===== config.mk =====
export PLATFORM = sky130hd
export DESIGN_NAME = daq_core
export DESIGN_NICKNAME = d
export VERILOG_FILES = /design/src/daq_pkg.sv /design/src/daq_core.sv /design/src/rr_arbiter.sv /design/src/word_fifo.sv /design/src/event_capture.sv /design/src/daq_regs.sv /design/src/pulse_gen.sv
export VERILOG_INCLUDE_DIRS = /design/src /design/src/include
export SDC_FILE = /design/constraint.sdc
export NUM_CORES = 1
export LEC_CHECK = 0
export BUFFER_PORTS_ARGS = -buffer_cell sky130_fd_sc_hd__buf_4
export CAP_MARGIN = 20
export CORE_MARGIN = 10
export CORE_UTILIZATION = 56
export DETAILED_ROUTE_END_ITERATION = 12
export HOLD_SLACK_MARGIN = 0.02
export PLACE_DENSITY = 0.79
export SYNTH_ARGS = -nofsm -noshare
export SYNTH_HDL_FRONTEND = slang
export SYNTH_HIERARCHICAL = 1
export SYNTH_SLANG_ARGS = --single-unit
export TNS_END_PERCENT = 30

===== constraint.sdc =====
create_clock -name BUS_CLK -period 4.7 [get_ports BUS_CLK]
set_input_delay 0.235 -clock BUS_CLK [delete_from_list [all_inputs] [get_ports BUS_CLK]]
set_output_delay 0.235 -clock BUS_CLK [all_outputs]
set_load 0.01 [all_outputs]

===== src/include/daq_consts.svh =====
`ifndef DAQ_CONSTS_SVH
`define DAQ_CONSTS_SVH

// Bus widths
`define DAQ_ABUS_W 16
`define DAQ_DBUS_W 8

// Address windows, 0x100 bytes each
`define DAQ_WIN_MASK   16'hFF00
`define DAQ_SYS_BASE   16'h0300
`define DAQ_PULSE_BASE 16'h0400
`define DAQ_CTRL_BASE  16'h0500

// System window offsets
`define DAQ_SYS_VERSION 8'd0
`define DAQ_SYS_MINOR   8'd1
`define DAQ_SYS_MAJOR   8'd2
`define DAQ_SYS_BOARD   8'd3
`define DAQ_SYS_FLAG_RD 8'd4
`define DAQ_SYS_FLAG_WR 8'd5

// Pulser window offsets
`define DAQ_PULSE_START 8'd0
`define DAQ_PULSE_DELAY 8'd1
`define DAQ_PULSE_WIDTH 8'd2
`define DAQ_PULSE_DONE  8'd3

// Control window offsets
`define DAQ_CTRL_LO 8'd0
`define DAQ_CTRL_HI 8'd1

// Readback constants
`define DAQ_VERSION  8'd1
`define DAQ_FW_MINOR 8'd0
`define DAQ_FW_MAJOR 8'd1
`define DAQ_BOARD_ID 8'd0

`define DAQ_HIT_ID      3'd2
`define DAQ_FIFO_DEPTH  8
`define DAQ_SYNC_STAGES 3

`endif

===== src/daq_pkg.sv =====
`default_nettype none

`include "daq_consts.svh"

package daq_pkg;

    typedef logic [`DAQ_ABUS_W-1:0] bus_addr_t;
    typedef logic [`DAQ_DBUS_W-1:0] bus_data_t;

    // Trigger word, marker always set
    typedef struct packed {
        logic        marker;
        logic [30:0] number;
    } trig_word_t;

    // Hit word, marker always clear
    typedef struct packed {
        logic        marker;
        logic [2:0]  id;
        logic [11:0] count;
        logic [15:0] timestamp;
    } hit_word_t;

    // Merged output stream word
    typedef logic [31:0] data_word_t;

endpackage

`default_nettype wire


===== src/daq_core.sv =====
`timescale 1ns/1ps
`default_nettype none

module daq_core import daq_pkg::*; (
    input  wire        BUS_CLK,
    input  wire        BUS_RST,
    input  bus_addr_t  i_bus_add,
    input  bus_data_t  i_bus_data,
    input  wire        i_bus_rd,
    input  wire        i_bus_wr,
    input  wire  [3:0] i_gpio_sense,
    input  wire        i_reset_req,
    input  wire        i_trigger,
    input  wire        i_hitor,
    input  wire        i_arb_ready,
    output bus_data_t  o_bus_data,
    output wire        o_mgt_ref_sel,
    output wire  [7:0] o_lemo_mux,
    output wire  [2:0] o_ntc_mux,
    output wire        o_resetb_ext,
    output wire        o_arb_write,
    output data_word_t o_arb_data
);

    wire        trig_wr;
    trig_word_t trig_word;
    wire        hit_wr;
    hit_word_t  hit_word;
    trig_word_t trig_head;
    hit_word_t  hit_head;
    wire        trig_empty;
    wire        hit_empty;
    wire  [1:0] grant;

    daq_regs u_regs (
        .BUS_CLK       (BUS_CLK),
        .BUS_RST       (BUS_RST),
        .i_bus_add     (i_bus_add),
        .i_bus_data    (i_bus_data),
        .i_bus_rd      (i_bus_rd),
        .i_bus_wr      (i_bus_wr),
        .i_gpio_sense  (i_gpio_sense),
        .i_reset_req   (i_reset_req),
        .o_bus_data    (o_bus_data),
        .o_mgt_ref_sel (o_mgt_ref_sel),
        .o_lemo_mux    (o_lemo_mux),
        .o_ntc_mux     (o_ntc_mux),
        .o_resetb_ext  (o_resetb_ext)
    );

    event_capture u_capture (
        .BUS_CLK     (BUS_CLK),
        .BUS_RST     (BUS_RST),
        .i_trigger   (i_trigger),
        .i_hitor     (i_hitor),
        .o_trig_wr   (trig_wr),
        .o_trig_word (trig_word),
        .o_hit_wr    (hit_wr),
        .o_hit_word  (hit_word)
    );

    word_fifo #(.payload_t(trig_word_t)) u_trig_fifo (
        .BUS_CLK (BUS_CLK),
        .BUS_RST (BUS_RST),
        .i_wr    (trig_wr),
        .i_data  (trig_word),
        .i_rd    (grant[0]),
        .o_data  (trig_head),
        .o_empty (trig_empty),
        .o_full  ()
    );

    word_fifo #(.payload_t(hit_word_t)) u_hit_fifo (
        .BUS_CLK (BUS_CLK),
        .BUS_RST (BUS_RST),
        .i_wr    (hit_wr),
        .i_data  (hit_word),
        .i_rd    (grant[1]),
        .o_data  (hit_head),
        .o_empty (hit_empty),
        .o_full  ()
    );

    // Trigger FIFO on requester a, hit FIFO on b
    rr_arbiter u_arbiter (
        .BUS_CLK  (BUS_CLK),
        .BUS_RST  (BUS_RST),
        .i_req    ({~hit_empty, ~trig_empty}),
        .i_data_a (trig_head),
        .i_data_b (hit_head),
        .i_ready  (i_arb_ready),
        .o_grant  (grant),
        .o_write  (o_arb_write),
        .o_data   (o_arb_data)
    );

endmodule

`default_nettype wire


===== src/rr_arbiter.sv =====
`timescale 1ns/1ps
`default_nettype none

module rr_arbiter import daq_pkg::*; (
    input  wire        BUS_CLK,
    input  wire        BUS_RST,
    input  wire  [1:0] i_req,
    input  data_word_t i_data_a,
    input  data_word_t i_data_b,
    input  wire        i_ready,
    output logic [1:0] o_grant,
    output logic       o_write,
    output data_word_t o_data
);

    // Requester served last, 0 for a and 1 for b
    logic last_b;

    always_comb begin
        o_grant = 2'b00;
        if (i_ready) begin
            case (i_req)
                2'b01:   o_grant = 2'b01;
                2'b10:   o_grant = 2'b10;
                2'b11:   o_grant = last_b ? 2'b01 : 2'b10;
                default: o_grant = 2'b00;
            endcase
        end
    end

    assign o_write = |o_grant;
    assign o_data  = o_grant[1] ? i_data_b : i_data_a;

    always_ff @(posedge BUS_CLK) begin
        if (BUS_RST)
            last_b <= 1'b0;
        else if (o_write)
            last_b <= o_grant[1];
    end

endmodule

`default_nettype wire


===== src/word_fifo.sv =====
`timescale 1ns/1ps
`default_nettype none

`include "daq_consts.svh"

module word_fifo import daq_pkg::*; #(
    parameter type payload_t = data_word_t
) (
    input  wire      BUS_CLK,
    input  wire      BUS_RST,
    input  wire      i_wr,
    input  payload_t i_data,
    input  wire      i_rd,
    output payload_t o_data,
    output logic     o_empty,
    output logic     o_full
);

    localparam int AW = $clog2(`DAQ_FIFO_DEPTH);

    payload_t      mem [`DAQ_FIFO_DEPTH];
    logic [AW:0]   wr_ptr;
    logic [AW:0]   rd_ptr;

    // Extra pointer bit tells full from empty
    assign o_empty = wr_ptr == rd_ptr;
    assign o_full  = (wr_ptr[AW] != rd_ptr[AW]) && (wr_ptr[AW-1:0] == rd_ptr[AW-1:0]);

    // Head word is visible without a read
    assign o_data = mem[rd_ptr[AW-1:0]];

    always_ff @(posedge BUS_CLK) begin
        if (BUS_RST) begin
            wr_ptr <= '0;
            rd_ptr <= '0;
        end else begin
            if (i_wr && !o_full)
                wr_ptr <= wr_ptr + 1'b1;
            if (i_rd && !o_empty)
                rd_ptr <= rd_ptr + 1'b1;
        end
    end

    always_ff @(posedge BUS_CLK) begin
        if (i_wr && !o_full)
            mem[wr_ptr[AW-1:0]] <= i_data;
    end

endmodule

`default_nettype wire


===== src/event_capture.sv =====
`timescale 1ns/1ps
`default_nettype none

`include "daq_consts.svh"

module event_capture import daq_pkg::*; (
    input  wire        BUS_CLK,
    input  wire        BUS_RST,
    input  wire        i_trigger,
    input  wire        i_hitor,
    output logic       o_trig_wr,
    output trig_word_t o_trig_word,
    output logic       o_hit_wr,
    output hit_word_t  o_hit_word
);

    logic [`DAQ_SYNC_STAGES-1:0] trig_sync;
    logic [`DAQ_SYNC_STAGES-1:0] hit_sync;
    logic                        trig_last;
    logic                        hit_last;
    logic                        trig_rise;
    logic                        hit_rise;
    logic [15:0]                 timestamp;
    logic [30:0]                 trig_cnt;
    logic [11:0]                 hit_cnt;

    assign trig_rise = trig_sync[`DAQ_SYNC_STAGES-1] & ~trig_last;
    assign hit_rise  = hit_sync[`DAQ_SYNC_STAGES-1] & ~hit_last;

    always_ff @(posedge BUS_CLK) begin
        if (BUS_RST) begin
            trig_sync <= '0;
            hit_sync  <= '0;
            trig_last <= 1'b0;
            hit_last  <= 1'b0;
            timestamp <= '0;
            trig_cnt  <= '0;
            hit_cnt   <= '0;
            o_trig_wr <= 1'b0;
            o_hit_wr  <= 1'b0;
        end else begin
            trig_sync <= {trig_sync[`DAQ_SYNC_STAGES-2:0], i_trigger};
            hit_sync  <= {hit_sync[`DAQ_SYNC_STAGES-2:0], i_hitor};
            trig_last <= trig_sync[`DAQ_SYNC_STAGES-1];
            hit_last  <= hit_sync[`DAQ_SYNC_STAGES-1];
            timestamp <= timestamp + 16'd1;

            // Write strobe lines up with the word register below
            o_trig_wr <= trig_rise;
            o_hit_wr  <= hit_rise;
            if (trig_rise)
                trig_cnt <= trig_cnt + 31'd1;
            if (hit_rise)
                hit_cnt <= hit_cnt + 12'd1;
        end
    end

    // Word carries the count before the increment
    always_ff @(posedge BUS_CLK) begin
        if (trig_rise)
            o_trig_word <= '{marker: 1'b1, number: trig_cnt};
        if (hit_rise)
            o_hit_word <= '{marker: 1'b0,
                            id: `DAQ_HIT_ID,
                            count: hit_cnt,
                            timestamp: timestamp};
    end

endmodule

`default_nettype wire


===== src/daq_regs.sv =====
`timescale 1ns/1ps
`default_nettype none

`include "daq_consts.svh"

module daq_regs import daq_pkg::*; (
    input  wire        BUS_CLK,
    input  wire        BUS_RST,
    input  bus_addr_t  i_bus_add,
    input  bus_data_t  i_bus_data,
    input  wire        i_bus_rd,
    input  wire        i_bus_wr,
    input  wire  [3:0] i_gpio_sense,
    input  wire        i_reset_req,
    output bus_data_t  o_bus_data,
    output logic       o_mgt_ref_sel,
    output logic [7:0] o_lemo_mux,
    output logic [2:0] o_ntc_mux,
    output logic       o_resetb_ext
);

    logic                        in_sys;
    logic                        in_ctrl;
    logic [7:0]                  offset;
    logic                        clk_flag;
    logic [15:4]                 ctrl_q;
    logic [15:0]                 ctrl_word;
    logic [`DAQ_SYNC_STAGES-1:0] req_sync;
    logic                        pulse;
    bus_data_t                   pulse_rd;
    bus_data_t                   local_rd;

    assign in_sys  = (i_bus_add & `DAQ_WIN_MASK) == `DAQ_SYS_BASE;
    assign in_ctrl = (i_bus_add & `DAQ_WIN_MASK) == `DAQ_CTRL_BASE;
    assign offset  = i_bus_add[7:0];

    // Low nibble always shows the live sense lines
    assign ctrl_word = {ctrl_q, i_gpio_sense};

    // Register value 0 selects the internal reference clock
    assign o_mgt_ref_sel = ~ctrl_word[15];
    assign o_lemo_mux    = ctrl_word[14:7];
    assign o_ntc_mux     = ctrl_word[6:4];
    assign o_resetb_ext  = ~pulse;

    always_ff @(posedge BUS_CLK) begin
        if (BUS_RST) begin
            clk_flag <= 1'b0;
            ctrl_q   <= '0;
            req_sync <= '0;
        end else begin
            req_sync <= {req_sync[`DAQ_SYNC_STAGES-2:0], i_reset_req};
            if (i_bus_wr && in_sys && offset == `DAQ_SYS_FLAG_WR)
                clk_flag <= i_bus_data[0];
            if (i_bus_wr && in_ctrl && offset == `DAQ_CTRL_LO)
                ctrl_q[7:4] <= i_bus_data[7:4];
            if (i_bus_wr && in_ctrl && offset == `DAQ_CTRL_HI)
                ctrl_q[15:8] <= i_bus_data;
        end
    end

    always_comb begin
        local_rd = '0;
        if (in_sys) begin
            case (offset)
                `DAQ_SYS_VERSION: local_rd = `DAQ_VERSION;
                `DAQ_SYS_MINOR:   local_rd = `DAQ_FW_MINOR;
                `DAQ_SYS_MAJOR:   local_rd = `DAQ_FW_MAJOR;
                `DAQ_SYS_BOARD:   local_rd = `DAQ_BOARD_ID;
                `DAQ_SYS_FLAG_RD: local_rd = {7'd0, clk_flag};
                default:          local_rd = '0;
            endcase
        end else if (in_ctrl) begin
            case (offset)
                `DAQ_CTRL_LO: local_rd = ctrl_word[7:0];
                `DAQ_CTRL_HI: local_rd = ctrl_word[15:8];
                default:      local_rd = '0;
            endcase
        end
    end

    // Read byte holds until the next read strobe
    always_ff @(posedge BUS_CLK) begin
        if (BUS_RST)
            o_bus_data <= '0;
        else if (i_bus_rd)
            o_bus_data <= local_rd | pulse_rd;
    end

    pulse_gen u_pulse_rst (
        .BUS_CLK     (BUS_CLK),
        .BUS_RST     (BUS_RST),
        .i_bus_add   (i_bus_add),
        .i_bus_data  (i_bus_data),
        .i_bus_rd    (i_bus_rd),
        .i_bus_wr    (i_bus_wr),
        .i_ext_start (req_sync[`DAQ_SYNC_STAGES-1]),
        .o_rd_data   (pulse_rd),
        .o_pulse     (pulse)
    );

endmodule

`default_nettype wire


===== src/pulse_gen.sv =====
`timescale 1ns/1ps
`default_nettype none

`include "daq_consts.svh"

module pulse_gen import daq_pkg::*; (
    input  wire       BUS_CLK,
    input  wire       BUS_RST,
    input  bus_addr_t i_bus_add,
    input  bus_data_t i_bus_data,
    input  wire       i_bus_rd,
    input  wire       i_bus_wr,
    input  wire       i_ext_start,
    output bus_data_t o_rd_data,
    output logic      o_pulse
);

    logic       in_win;
    logic [7:0] offset;
    logic [7:0] delay_q;
    logic [7:0] width_q;
    logic [7:0] dly_cnt;
    logic [7:0] wid_cnt;
    logic       pending;
    logic       done;
    logic       ext_q;
    logic       start_req;
    logic       start;

    assign in_win = (i_bus_add & `DAQ_WIN_MASK) == `DAQ_PULSE_BASE;
    assign offset = i_bus_add[7:0];

    // Either a bus write to the start offset or a rising external request
    assign start_req = (i_bus_wr && in_win && offset == `DAQ_PULSE_START)
                     || (i_ext_start && !ext_q);
    // Busy or zero width swallows the request
    assign start = start_req && !pending && !o_pulse && width_q != 8'd0;

    always_ff @(posedge BUS_CLK) begin
        if (BUS_RST) begin
            delay_q <= '0;
            width_q <= '0;
            dly_cnt <= '0;
            wid_cnt <= '0;
            pending <= 1'b0;
            o_pulse <= 1'b0;
            done    <= 1'b0;
            ext_q   <= 1'b0;
        end else begin
            ext_q <= i_ext_start;
            if (i_bus_wr && in_win && offset == `DAQ_PULSE_DELAY)
                delay_q <= i_bus_data;
            if (i_bus_wr && in_win && offset == `DAQ_PULSE_WIDTH)
                width_q <= i_bus_data;

            if (start) begin
                done    <= 1'b0;
                wid_cnt <= width_q - 8'd1;
                // Zero delay goes high on the very next cycle
                if (delay_q == 8'd0) begin
                    o_pulse <= 1'b1;
                end else begin
                    pending <= 1'b1;
                    dly_cnt <= delay_q - 8'd1;
                end
            end else if (pending) begin
                if (dly_cnt == 8'd0) begin
                    pending <= 1'b0;
                    o_pulse <= 1'b1;
                end else begin
                    dly_cnt <= dly_cnt - 8'd1;
                end
            end else if (o_pulse) begin
                if (wid_cnt == 8'd0) begin
                    o_pulse <= 1'b0;
                    done    <= 1'b1;
                end else begin
                    wid_cnt <= wid_cnt - 8'd1;
                end
            end
        end
    end

    always_comb begin
        o_rd_data = '0;
        if (i_bus_rd && in_win) begin
            case (offset)
                `DAQ_PULSE_DELAY: o_rd_data = delay_q;
                `DAQ_PULSE_WIDTH: o_rd_data = width_q;
                `DAQ_PULSE_DONE:  o_rd_data = {7'd0, done};
                default:          o_rd_data = '0;
            endcase
        end
    end

endmodule

`default_nettype wire


==> flow_summary.toml <==
[power]
power_density_mw_per_mm2 = 383
p_leak_nw = 10.8
ir_worst_vdd_mv = 0.292
power_mw = 12.7

[setup_path]
r2r_slack_ns = 1.41
critPathKind = "flip-flop to output port"
cp.arrival_ns = 3.41
crit_required_ns = 4.47
endpoint_kind = "output port"
max_stage_delay_ns = 0.53
cp_max_fo = 33
worstPathCellList = "xnor2_1 > nand3_1 > nor2_1 > inv_1 > nand3_4 > mux2_2 > buf_4"
startpoint_type = "flip-flop"
crit_buf_inv = 2
r2r_cells = 10
rr_endpoint = "u_regs/u_pulse_rst/wid_cnt[4]"
r2r_start = "u_regs/u_pulse_rst/width_q[2]"
cp_slowest_cell = "nand3_4"
crit_family = "simple AND/OR/NAND/NOR gates"

[die]
design.die.area_mm2 = 0.0623
ioPinCount = 90
die_w_um = 250
start_util_pct = 56.4
rows = 84
core_area_mm2 = 0.0523
die_height_um = 250

[grt]
first_global_vias = 16600
grt_start_max_net_pins = 62
antenna_found_initial = 1
grt_pass1_wl_mm = 98.2
track_usage_pct = 20.2
grt-ovfl-total = 0

[clocking]
cts.path.max_buffers = 3
clk-insertion-delay-late_ns = 0.62
cts.clk_slew.worst_paths_ns = 0.06
cts_buffers = 72
cts_resized = 0
cts-root-buf = "clkbuf_16"
cts_tree = "built"
cts_sinks = 723
ctsHtreeMaxLevel = 3

[timing]
finalSetupTns_ns = 0
worstMarginPinSlew_ns = 1.10
clock_skew_ns = 0.0234
period_share_pct = 77.6
finalHoldViolCount = 0
slew_violations = 0
setup_viol_count_final = 0
fmaxAchievable_ghz = 0.274
relSlewSlack_pct = 25.9
finalCriticalPeriod_ns = 3.65
rsz0062_at_grt = "no"
setup_slack_ns = 1.05

[finish]
layout.nets = 1896
area_growth_pct = 12.4
diodes = 0
final_core_util_pct = 63.4
final_cell_area_mm2 = 0.0332
drive_gt1_share_pct = 27.2

[flow_run]
drv_cap = 0

[synthesis]
synth_cell_type_count = 74
synth_area_leader_cell = "edfxtp_1"
yosysWarnings = 6
synthArstFlopShare_pct = 0
synth_top_flop_cell = "edfxtp_1"
post-synth-top-count-cell = "edfxtp_1"
synth_top_cell_area_share_pct = 58.1
synthTopCellsByCount = "edfxtp_1, dfxtp_1, mux4_2"
syn_area_mm2 = 0.0295
synth_edf_count = 571
synth-seq-cells = 723
yosysSeqAreaShare_pct = 68.4
syn_area_per_cell_um2 = 16.9
syn_inst = 1743
synth_top_cells_by_area = "edfxtp_1, dfxtp_1, mux4_2"

[place]
pre_cts_ws_ns = 1.49
post_dp_cell_area_mm2 = 0.0308
port_buffers = 89
gp_congestion = 0.873
hpwl_mm = 36.7

[detailed_routing]
postRouteAntennaNets = 0
drt-total-wl_mm = 63.8
via_per_inst = 6.21
routedWlPerCell_um = 24.5
vias = 16100
drtPass1Iterations = 5
drc = 0
drt_iter0_drc = 1486

[min_path]
min-delay-start = "i_gpio_sense[0]"
hold_end = "u_regs/o_bus_data[0]"
whs_path_depth = 4
hold_class = "primary input to flip-flop"

[run_status]
status = "completed"
## worst register-to-register path, delay by kind of cell (launching register included)
kind / cells / cell delay (ns)
compound gates: 2 / 0.52
simple gates: 4 / 1.57
xor+xnor: 1 / 0.14
buf+inv: 1 / 0.09
mux: 1 / 0.28
fa+ha+maj: 1 / 0.22
flops: 1 / 0.37
## power by group
part / switching [mW] / internal [mW]
combinational: 0.204 / 0.188
clock: 2.38 / 3.02
sequential: 0.0398 / 6.86
## flip-flops by register name, summed over array words and instances (netlist names), 8 cells and up, named ones only
| signal | flops |
|---|---|
| u_capture/hit_cnt | 12 |
| u_capture/o_hit_word | 28 |
| u_capture/o_trig_word | 31 |
| u_capture/timestamp | 16 |
| u_capture/trig_cnt | 31 |
| u_hit_fifo/mem | 256 |
| u_regs/ctrl_q | 12 |
| u_regs/o_bus_data | 8 |
| u_regs/u_pulse_rst/delay_q | 8 |
| u_regs/u_pulse_rst/dly_cnt | 8 |
| u_regs/u_pulse_rst/wid_cnt | 8 |
| u_regs/u_pulse_rst/width_q | 8 |
| u_trig_fifo/mem | 256 |
## cells by family (layout without fill, tap and decap cells)
group | after synthesis | after routing | synth area share, %
DFF | 723 | 723 | 68.4
and+or+nand+nor | 392 | 392 | 7.52
muxes | 295 | 295 | 16.3
AOI/OAI and AO/OA | 144 | 144 | 3.44
buffers and inverters | 127 | 290 | 2.33
xor gates and xnor gates | 51 | 51 | 1.51
adders and majority gates | 9 | 9 | 0.382
other | 2 | 5 | 0.0255
## worst max-delay path by stage
stage	depth (start not counted)	end	start	slack (ns)
CTS	7	o_arb_data[1]	u_hit_fifo/wr_ptr[2]	1.03
global placement	10	u_regs/u_pulse_rst/wid_cnt[4]	u_regs/u_pulse_rst/width_q[2]	1.53
global route	8	o_arb_data[20]	u_trig_fifo/wr_ptr[1]	0.84
finish	7	o_arb_data[1]	u_hit_fifo/wr_ptr[2]	1.05
floorplan	4	u_hit_fifo/mem[3][0]	u_hit_fifo/wr_ptr[0]	-0.01
detailed placement	10	u_regs/u_pulse_rst/wid_cnt[4]	u_regs/u_pulse_rst/width_q[2]	1.49
## through the flow
| stage | std cells | hold slack, ns |
|---|---|---|
| after floorplan | 1746 | 0.313 |
| after global placement | 2450 | 0.418 |
| after detailed placement | 2451 | 0.426 |
| after CTS | 2597 | 0.0686 |
| after global routing | 2597 | 0.0903 |
| final | 2597 | 0.113 |
## placed cells by master (no fill, tap or decap), types with 21 or more instances in the layout
cell type / netlist / layout
a21oi_1: 38 / 38
o21ai_0: 21 / 21
nor2b_1: 39 / 38
mux2i_1: 43 / 43
clkbuf_16: 0 / 73
xnor2_1: 27 / 27
buf_4: 30 / 122
nand2_1: 46 / 46
nand3_1: 24 / 24
mux2_2: 89 / 89
nand4_1: 25 / 25
nor2_1: 93 / 91
nor3_1: 30 / 26
nand2b_1: 30 / 30
mux2_4: 30 / 30
dfxtp_1: 152 / 148
edfxtp_1: 571 / 571
xor2_1: 24 / 24
mux4_2: 128 / 128
## layer usage
metal	track usage (%)	vias to the layer above	part of all wire, %
met4	6.53	2	2.6
met5	0	-	0.016
met1	25.9	8182	39
li1	-	7075	-
met2	33.4	739	50
met3	4.97	117	8.0
## layout make-up
type	count	area [um^2]
clock buffers	96	1960
clock inverters	36	255
fillers	3495	19200
inverters	21	78.8
multi-input cells	896	8730
flip-flops and latches	723	20200
well taps	688	861
repair buffers	137	1080
## repair_timing
action,in CTS,in global routing
hold buffers,14,0
hold endpoints to repair,40,0
endpoints found under the setup margin,0,0
setup buffers,0,0
Note: power is estimated with default switching activity, not from simulation.
